File: src/playground_pkg.sv
// ##########################################################
// Bus, register and region types shared by the subsystem
// IO select bits must stay below bit 28, the region field
// ##########################################################

package playground_pkg;

   // Bus widths
   typedef logic [31:0] word_t;      // Address or data word
   typedef logic [3:0]  byte_mask_t; // Write byte mask, nonzero means write

   // Memory map, region lives in address bits 31..28
   typedef logic [3:0] region_t;

   localparam region_t REGION_RAM = 4'h0; // 0x0000_0000
   localparam region_t REGION_IO  = 4'h4; // 0x4000_0000

   // IO modifier from address bits 3..2
   typedef logic [1:0] io_op_t;

   localparam io_op_t IO_OP_WRITE  = 2'd0; // Plain write, +0
   localparam io_op_t IO_OP_CLEAR  = 2'd1; // Clear bits set in data, +4
   localparam io_op_t IO_OP_SET    = 2'd2; // Set bits, +8
   localparam io_op_t IO_OP_TOGGLE = 2'd3; // Flip bits, +12

   // Peripheral register types
   typedef logic [7:0]  gpio_t;      // GPIO port
   typedef logic [2:0]  led_bits_t;  // [0] red, [1] green, [2] blue
   typedef logic [15:0] sdm_level_t; // Brightness level or phase

   // One-hot IO register select bits
   // Several bits at once read back ORed and write all selected registers
   localparam int IO_BIT_GPIO_IN   = 4;  // R   GPIO input, registered once
   localparam int IO_BIT_GPIO_OUT  = 5;  // RW  GPIO output
   localparam int IO_BIT_GPIO_DIR  = 6;  // RW  GPIO direction
   localparam int IO_BIT_LEDS      = 8;  // RW  Plain LED bits
   localparam int IO_BIT_SDM_RED   = 9;  // RW  Red modulator level
   localparam int IO_BIT_SDM_GREEN = 10; // RW  Green modulator level
   localparam int IO_BIT_SDM_BLUE  = 11; // RW  Blue modulator level
   localparam int IO_BIT_TICKS     = 18; // RW  Timer count
   localparam int IO_BIT_RELOAD    = 19; // RW  Timer reload value

   // Bits 7, 12..17 and 20..27 are unused
   // A read of them alone returns zero

endpackage
File: src/interval_timer.sv
// ##########################################################
// 32-bit up counter, reloads after all ones
// Interrupt is a one-cycle pulse per overflow
// ##########################################################
`timescale 1ns/1ps

module interval_timer (
   input  logic                  clk,
   input  logic                  reset,
   input  logic                  ticks_wr,
   input  logic                  reload_wr,
   input  playground_pkg::word_t wdata,
   output playground_pkg::word_t ticks,
   output playground_pkg::word_t reload,
   output logic                  interrupt
);

   import playground_pkg::*;

   logic [32:0] ticks_sum;  // Count plus one, bit 32 is the overflow
   word_t       ticks_next; // Count or reload value

   assign ticks_sum  = {1'b0, ticks} + 33'd1;
   assign ticks_next = ticks_sum[32] ? reload : ticks_sum[31:0];

   always_ff @(posedge clk)
   begin
      if (reset)
      begin
         ticks     <= '0;
         reload    <= '0;
         interrupt <= 1'b0;
      end
      else
      begin
         ticks <= ticks_wr ? wdata : ticks_next; // Software write wins
         if (reload_wr)
            reload <= wdata;
         interrupt <= ticks_sum[32]; // High in the cycle ticks shows reload
      end
   end

endmodule

File: config.mk
export PLATFORM = sky130hd
export DESIGN_NAME = interval_timer
export DESIGN_NICKNAME = d
export VERILOG_FILES = /design/src/playground_pkg.sv /design/src/interval_timer.sv
export SDC_FILE = /design/constraint.sdc
export NUM_CORES = 1
export LEC_CHECK = 0
export BUFFER_PORTS_ARGS = -buffer_cell sky130_fd_sc_hd__buf_2
export CORE_MARGIN = 2
export CORE_UTILIZATION = 47
export DETAILED_ROUTE_END_ITERATION = 16
export PLACE_DENSITY = 0.85
export SKIP_LAST_GASP = 1
export SYNTH_ARGS = -nofsm -noshare
export SYNTH_HDL_FRONTEND = slang
export SYNTH_SLANG_ARGS = --single-unit
File: constraint.sdc
create_clock -name clk -period 5.2 [get_ports clk]
set_clock_uncertainty 0.15 [all_clocks]
set_input_delay 1.56 -clock clk [delete_from_list [all_inputs] [get_ports clk]]
set_output_delay 1.56 -clock clk [all_outputs]
set_load 0.05 [all_outputs]
==> impl_metrics.toml, run 1 <==
[die]
die_w_um = 86.41
pin_count = 101
die_y_um = 86.41
dieArea_mm2 = 0.007467
initial_utilization_pct = 47.77
rows = 30
coreArea_mm2 = 0.006681

[timing]
hold_violations = 0
slew_headroom_pct = 33.55
tightest_slew_ps = 996.7
maxSlewViolCount = 0
fmax_mhz = 312.0
finalCritPeriodShare_pct = 61.64
finalCriticalPeriod_ps = 3205
setup_ws_ps = 1995
rsz0062_at_grt = "no"
setup_tns_ps = 0
setup_viol_count_final = 0

[global_routing]
antenna_found_initial = 0
grt_overflow = 0
grt_max_degree = 49
grt_pass1_vias = 3018
grt_pass1_wl_um = 14010
grtUsageTotal_pct = 23.85

[detailed_routing]
top_layer = "met4"
wl_met1_um = 3732
drt_iter0_drc = 270
avgRoutedWirePerCell_um = 16.16
wl_met2_um = 4238
wl_met3_um = 681
drc = 0
wl_um = 8838
routed_via_density = 5.878
drtAntennaViolNets = 0
dr_total_vias = 3215
drt_first_pass_iters = 5

[synth]
yosysUniqueCellTypes = 49
synth_nets = 411
yosysSeqAreaShare_pct = 40.77
synthFlopType = "dfxtp_1"
netlist_area_mm2 = 0.003192
synthCells = 374
ys_warn_count = 0
syn_area_per_cell_um2 = 8.534
ys_ff_latch = 65
synth_edf_count = 0
async_reset_ff_share_pct = 0

[worst_setup_path]
slowest_delay_ps = 650
path_class = "input pin to register"
cp.required_ps = 5310
cp_cell_sequence = "buf_2 -> clkinv_1 -> nor2_1 -> nand2_1 -> o31ai_1"
critical_path_arrival_ps = 3320
regToRegSetupSlack_ps = 2180
r2r.worst_path.cells = 6
critPathSlowestCell = "clkinv_1"
crit_fanout = 31
crit_family = "buffers and inverters"
cp-start-kind = "input pin"
cp.depth = 5
worst-path-buf-inv = 2
worstSetupEndpointType = "register"

[cells_and_area]
final_nets = 499
areaGrowthSynthToFinish_pct = 21.91
final_core_util_pct = 58.24
drive_gt1_share_pct = 27.19
diodes = 0
fillers = 622
fin_area_mm2 = 0.003891
layout_commonest_cell = "buf_2"
final_cell_mix = "buf_2 (100), nor2_1 (69), dfxtp_1 (65)"
multi_input_area_mm2 = 0.001753
register_area_mm2 = 0.001301

[clock_network]
cts_root_buffer = "clkbuf_8"
cts.repair.resized = 0
clkLatencyLatePin_ps = 350
h-tree-depth = 3
cts_buffers = 9
cts_buffer_depth = 2
cts_setup_buffers = 0
clkSinkCount = 65
path_clk_slew_ps = 70
cts_tree = "built"
postCtsHoldBufs = 0

[placed_design]
pre_cts_ws_ps = 1679
dpl_cell_area_mm2 = 0.003696
routabilityCongestion = 0.8864
port_buffers = 100
hpwl_um = 6100

[pwr]
peakVddDrop_uv = 159.3
powerDensity_mw_per_mm2 = 316.6
power_leakage_nw = 1.786
p_total_mw = 1.232

[min_path]
holdPathStages = 2
hold_class = "register to register"

[outcome]
status = "completed"

[flow_run]
drv_cap = 0
metrics by stage:
| step | std cells | hold slack, ps |
|---|---|---|
| finish | 547 | 365.5 |
| detailed placement | 531 | 349.3 |
| global placement | 531 | 334.3 |
| floorplan | 374 | 552.4 |
| global route | 547 | 387.3 |
| CTS | 547 | 365.6 |
path summary, 6_finish.rpt:
kind | to | from
worst max-delay path | ticks[25] | ticks_wr
worst min register to register | ticks[1] | reload[1]
worst max register to register | ticks[21] | ticks[1]
worst min-delay path | ticks[1] | reload[1]
cells by family after synthesis:
kind of cell,after synthesis,synth area share (%)
xor+xnor,18,4.939
fa+ha+maj,1,0.3919
flops,65,40.77
mux,32,10.04
compound gates,65,15.48
buf+inv,31,4.312
simple gates,162,24.07
cells in the mapped netlist (2+ instances only):
| library cell | number | share of area (%) |
|---|---|---|
| clkbuf_1 | 12 | 1.4 |
| nor4b_1 | 2 | 0.55 |
| buf_1 | 7 | 0.82 |
| a211oi_1 | 6 | 1.4 |
| and3_1 | 7 | 1.4 |
| and4_1 | 2 | 0.55 |
| nor2_1 | 69 | 8.1 |
| o211ai_1 | 3 | 0.71 |
| inv_1 | 4 | 0.47 |
| nand4_1 | 7 | 1.4 |
| o22ai_1 | 2 | 0.39 |
| a21oi_1 | 9 | 1.4 |
| xor2_1 | 8 | 2.2 |
| o21ai_0 | 6 | 0.94 |
| and2_1 | 2 | 0.39 |
| o31ai_1 | 2 | 0.47 |
| nand2_1 | 32 | 3.8 |
| o32ai_1 | 8 | 2.2 |
| nor4_1 | 8 | 1.6 |
| mux2i_1 | 32 | 10 |
| a22o_1 | 2 | 0.55 |
| buf_2 | 5 | 0.78 |
| nor3_1 | 14 | 2.2 |
| nand3_1 | 9 | 1.4 |
| a311oi_1 | 3 | 0.82 |
| a311o_1 | 2 | 0.63 |
| o2111ai_1 | 2 | 0.55 |
| dfxtp_1 | 65 | 41 |
| xnor2_1 | 10 | 2.7 |
| or2_2 | 2 | 0.39 |
| a21boi_0 | 3 | 0.71 |
| a41oi_1 | 4 | 1.1 |
| a31oi_1 | 5 | 0.98 |
| buf_6 | 2 | 0.71 |
| or3_1 | 2 | 0.39 |
| a211o_1 | 3 | 0.82 |
routing by layer:
metal	track usage, %	up-vias
li1	-	1534
met3	5.333	24
met5	0	-
met4	11.93	0
met2	39.23	154
met1	29.35	1503
area by class of cell:
type / count / area share (%)
timing repair buffer: 103 / 13.44
inverter: 5 / 0.4823
sequential: 65 / 33.44
multi-input combinational: 278 / 45.05
tap: 80 / 2.572
clock buffer: 10 / 3.537
clock inverter: 6 / 1.479
report_power, final:
group	total, mW	leakage [nW]	internal (mW)	switching [mW]
registers	0.562	0.537	0.529	0.0338
clock network	0.429	0.102	0.231	0.199
logic	0.240	1.15	0.0672	0.173
worst register-to-register path, stage by stage, from the launching register on:
cell	delay (ps)
dfxtp_1	410
ha_1	250
nand3_1	300
or4_1	670
nor3_4	650
nor2_1	170
a211o_1	320
flip-flops by register name, indices dropped and copies added (netlist names):
signal / count
interrupt: 1
reload: 32
ticks: 32
Power figures use the tool's default switching activity.
==> inputs of run 2 (changes only) <==
- ABC_AREA: default -> 1
- PLACE_DENSITY: 0.85 -> 0.83
- clock period: 5.2 -> 3.2 ns (I/O delays scaled with it)
==> impl_metrics.toml, run 2 <==
[timing]
hold_violations = 0
setup_tns_ps = 0
setup_viol_count_final = 0
tightest_slew_ps = 1007
finalCritPeriodShare_pct = 72.75
fmax_mhz = 429.6
slew_headroom_pct = 32.47
rsz0062_at_grt = "no"
finalCriticalPeriod_ps = 2328
maxSlewViolCount = 0

[worst_setup_path]
r2r-start = "ticks[0]"
r2r.worst_path.cells = 9
critPathSlowestCell = "clkinv_1"
crit_fanout = 37
crit_family = "buffers and inverters"
cp.depth = 4
worstSetupEndpointType = "register"
slowest_delay_ps = 770
r2r_end = "ticks[19]"
critical_path_arrival_ps = 2370
cp.required_ps = 3240
cp-start-kind = "input pin"
worst-path-buf-inv = 2
endpoint = "reload[29]"
path_class = "input pin to register"
crit_start = "reload_wr"
cp_cell_sequence = "buf_2 -> clkinv_1 -> o21ai_0 -> a21oi_1"
regToRegSetupSlack_ps = 1050

[die]
die_w_um = 90.98
die_y_um = 90.98
coreArea_mm2 = 0.007292
pin_count = 101
rows = 31
dieArea_mm2 = 0.008277
initial_utilization_pct = 48.76

[global_routing]
grt_max_degree = 52
grt_pass1_vias = 3611
use_met1_pct = 35.18
busiest_layer = "met2"
grtUsageTotal_pct = 25.18
grt_pass1_wl_um = 17130
globalRouteMet2Util_pct = 39.38
use_met3_pct = 4.066
grt_overflow = 0
antenna_found_initial = 0

[clock_network]
cts_root_buffer = "clkbuf_8"
cts_setup_buffers = 0
h-tree-depth = 3
postCtsHoldBufs = 0
cts.repair.resized = 0
cts_buffer_depth = 2
clkSinkCount = 65
cts_tree = "built"
clkLatencyLatePin_ps = 330
path_clk_slew_ps = 70
cts_buffers = 9

[pwr]
peakVddDrop_uv = 205.0
powerDensity_mw_per_mm2 = 468.2
power_leakage_nw = 2.128
p_total_mw = 2.007

[outcome]
status = "completed"

[synth]
ys_ff_latch = 65
netlist_area_mm2 = 0.003556
syn_area_per_cell_um2 = 6.339
async_reset_ff_share_pct = 0
yosys.area.top_type = "dfxtp_1"
yosysUniqueCellTypes = 26
synth.area.top_cells = "dfxtp_1 (37%), nand2_1 (16%), nor2_1 (13%)"
synthFlopType = "dfxtp_1"
synthCells = 561
synth_nets = 598
yosysSeqAreaShare_pct = 36.59
yosysMostFrequentCell = "nand2_1"
synth_common_cells = "nand2_1 (154), nor2_1 (121), dfxtp_1 (65)"
synth_edf_count = 0
yosysTopAreaCellShare_pct = 36.59
ys_warn_count = 0

[cells_and_area]
areaGrowthSynthToFinish_pct = 20.55
final_nets = 692
final_cell_mix = "nand2_1 (154), nor2_1 (121), buf_2 (100)"
top_regs = "reload (32), ticks (32), interrupt (1)"
fin_area_mm2 = 0.004287
post_layout_nonfiller_instances = 759
drive_gt1_share_pct = 20.91
diodes = 0
final_core_util_pct = 58.79
layout_commonest_cell = "nand2_1"

[detailed_routing]
drt_first_pass_iters = 5
wl_um = 10260
avgRoutedWirePerCell_um = 13.52
drt_iter0_drc = 294
drc = 0
routed_via_density = 5.153
drtAntennaViolNets = 0
dr_total_vias = 3911

[flow_run]
drv_cap = 0

[placed_design]
place_inst = 743
port_buffers = 100
hpwl_um = 7439
dpl_cell_area_mm2 = 0.004105
routabilityCongestion = 0.9774

[min_path]
hold_class = "register to register"
-- run 2: stage by stage --
| step | worst slack [ps] | hold WS, ps |
|---|---|---|
| finish | 872.0 | 328.4 |
| global route | 621.4 | 348.1 |
| CTS | 909.1 | 333.4 |
| detailed placement | 551.4 | 322.6 |
| global placement | 616.8 | 317.5 |
| floorplan | 1028 | 545.8 |
-- run 2: how the worst min path moves through the flow --
stage                          start         end  slack [ps]  depth (start not counted)
after global placement    reload[25]  reload[25]         320                          2
after floorplan           reload[17]  reload[17]         550                          2
after CTS                 reload[19]  reload[19]         330                          2
final                     reload[19]  reload[19]         330                          2
after detailed placement  reload[19]  reload[19]         320                          2
after global routing      reload[19]  reload[19]         350                          2
-- run 2: layout make-up --
type,count,area (um2)
fillers,751,3005
multi-input cells,422,1946
flip-flops and latches,65,1301
repair buffers,104,530.5
inverters,53,203.9
clock buffers,11,151.4
well taps,99,123.9
clock inverters,5,30.03
-- run 2: kinds of logic (layout without fill, tap and decap cells) --
group,count (synthesis),after routing,synth area share [%]
compound gates,62,62,9.289
fa+ha+maj,1,1,0.3518
simple gates,344,344,41.38
buf+inv,74,173,8.691
flops,65,65,36.59
xor+xnor,15,15,3.695
-- run 2: tightest hold or removal path, stage by stage, from the launching register on --
cell     delay, ps
dfxtp_1        310
inv_1           70
a21oi_1         60
-- run 2: routing by layer --
layer	vias to the layer above	part of all wire [%]
li1	1944	-
met1	1801	46
met2	150	46
met3	16	6.3
met4	0	1.4
met5	-	0
-- run 2: report_power, final --
group          switching, mW  internal [mW]
sequential            0.0601          0.864
combinational          0.326          0.113
clock                  0.325          0.319
==> inputs of run 3 (changes only) <==
- PLACE_DENSITY: 0.83 -> 0.86
- clock period: 3.2 -> 1.9 ns (I/O delays scaled with it)
==> impl_metrics.toml, run 3 (synthesized netlist as in run 2, its figures left out) <==
[outcome]
status = "completed"

[timing]
setup_viol_count_final = 0
slew_headroom_pct = 74.64
finalCriticalPeriod_ps = 1820
hold_violations = 0
tightest_slew_ps = 379.1
maxSlewViolCount = 0
finalCritPeriodShare_pct = 95.81
hold_ws_ps = 309.2
fmax_mhz = 549.3

[die]
die_y_um = 90.98
initial_utilization_pct = 48.76
pin_count = 101
rows = 31
dieArea_mm2 = 0.008277
coreArea_mm2 = 0.007292
die_w_um = 90.98

[global_routing]
grt_overflow = 0
grt_pass1_vias = 3672
grtUsageTotal_pct = 25.87
antenna_found_initial = 0
grt_pass1_wl_um = 17360
grt_max_degree = 35

[detailed_routing]
wl_um = 11010
drt_first_pass_iters = 5
dr_total_vias = 4072
drc = 0
routed_via_density = 5.241
drtAntennaViolNets = 0
drt_iter0_drc = 372
avgRoutedWirePerCell_um = 14.17

[cells_and_area]
layout_commonest_cell = "nand2_1"
drive_gt1_share_pct = 27.73
fillers = 649
final_nets = 711
top_regs = "reload (32), ticks (32), interrupt (1)"
final_core_util_pct = 62.15
final_cell_mix = "nand2_1 (153), nor2_1 (117), buf_2 (100)"
diodes = 0
areaGrowthSynthToFinish_pct = 27.45
post_layout_nonfiller_instances = 777

[placed_design]
place_inst = 756
routabilityCongestion = 0.9439
hpwl_um = 8178
port_buffers = 100

[worst_setup_path]
cp.depth = 2
crit_family = "buffers and inverters"
cp-start-kind = "register"
worst-path-buf-inv = 2
r2r.worst_path.cells = 11
crit_fanout = 4
cp_cell_sequence = "buf_4 -> buf_2"
critical_path_arrival_ps = 1100
worstSetupEndpointType = "output port"
path_class = "register to output port"
slowest_delay_ps = 350
cp.required_ps = 1180
critPathSlowestCell = "dfxtp_1"

[clock_network]
cts_buffer_depth = 2
cts_buffers = 9
postCtsHoldBufs = 0
clkLatencyLatePin_ps = 350
clkSinkCount = 65
h-tree-depth = 3
cts_root_buffer = "clkbuf_8"
path_clk_slew_ps = 70
cts_tree = "built"

[pwr]
powerDensity_mw_per_mm2 = 741.1
power_leakage_nw = 2.225
peakVddDrop_uv = 466.5

[min_path]
holdPathStages = 3
hold_class = "input pin to register"

[flow_run]
drv_cap = 0
-- run 3: cell count changes in the layout (fill, tap and decap cells not counted), sizes merged --
cell	before	now
buf	104	122
clkbuf	11	12
clkinv	6	5
inv	50	52
clkinvlp	2	0
-- run 3: what timing repair did --
| action | CTS | global route |
|---|---|---|
| setup buffers | 0 | 5 |
| gates cloned | 0 | 1 |
| gates resized for setup | 1 | 11 |
| pin swaps | 0 | 4 |
| setup endpoints to repair | 1 | 31 |
-- run 3: metrics by stage --
step	setup TNS (ps)	power (mW)	area [um2]	setup slack, ps
CTS	0	3.350	4424	8.500
detailed placement	0	2.349	4255	29.35
global placement	0	2.336	4255	97.47
floorplan	0	2.109	3596	5.576
finish	0	3.358	4532	79.52
global route	-59.45	3.485	4532	-21.94
-- run 3: worst min-delay path: cells and delay by family --
family / cells / cell delay [ps]
buffers and inverters: 1 / 90
AND/OR/NAND/NOR: 2 / 120
-- run 3: final cells by class --
cell class / count / area (um2) / share of cell area (%)
Timing Repair inverter: 1 / 8.758 / 0.1933
Tap cell: 99 / 123.9 / 2.733
Sequential cell: 65 / 1341 / 29.60
Clock inverter: 3 / 16.27 / 0.3589
Inverter: 53 / 211.5 / 4.666
Timing Repair Buffer: 122 / 698.2 / 15.41
Clock buffer: 12 / 145.1 / 3.203
Multi-Input combinational cell: 422 / 1987 / 43.84
-- run 3: metal layers --
layer	vias up	track usage, %	part of all wire, %
met4	0	12.37	3.9
met2	191	41.48	46
met1	1858	34.37	43
li1	1981	-	-
met3	42	3.485	6.9
met5	-	0	0
-- run 3: path summary, 6_finish.rpt --
check	slack (ps)	startpoint	end
worst max-delay path	80	ticks[22]	ticks[22]
worst max register to register	100	ticks[0]	ticks[21]
worst min-delay path	310	wdata[23]	reload[23]
worst min register to register	340	reload[21]	reload[21]
-- run 3: power breakdown --
part	total, mW	internal (mW)	switching [mW]	leakage (nW)
Clock	1.02	0.499	0.519	0.0865
Combinational	0.776	0.207	0.569	1.59
Sequential	1.56	1.46	0.101	0.549
Total	3.36	2.17	1.19	2.23
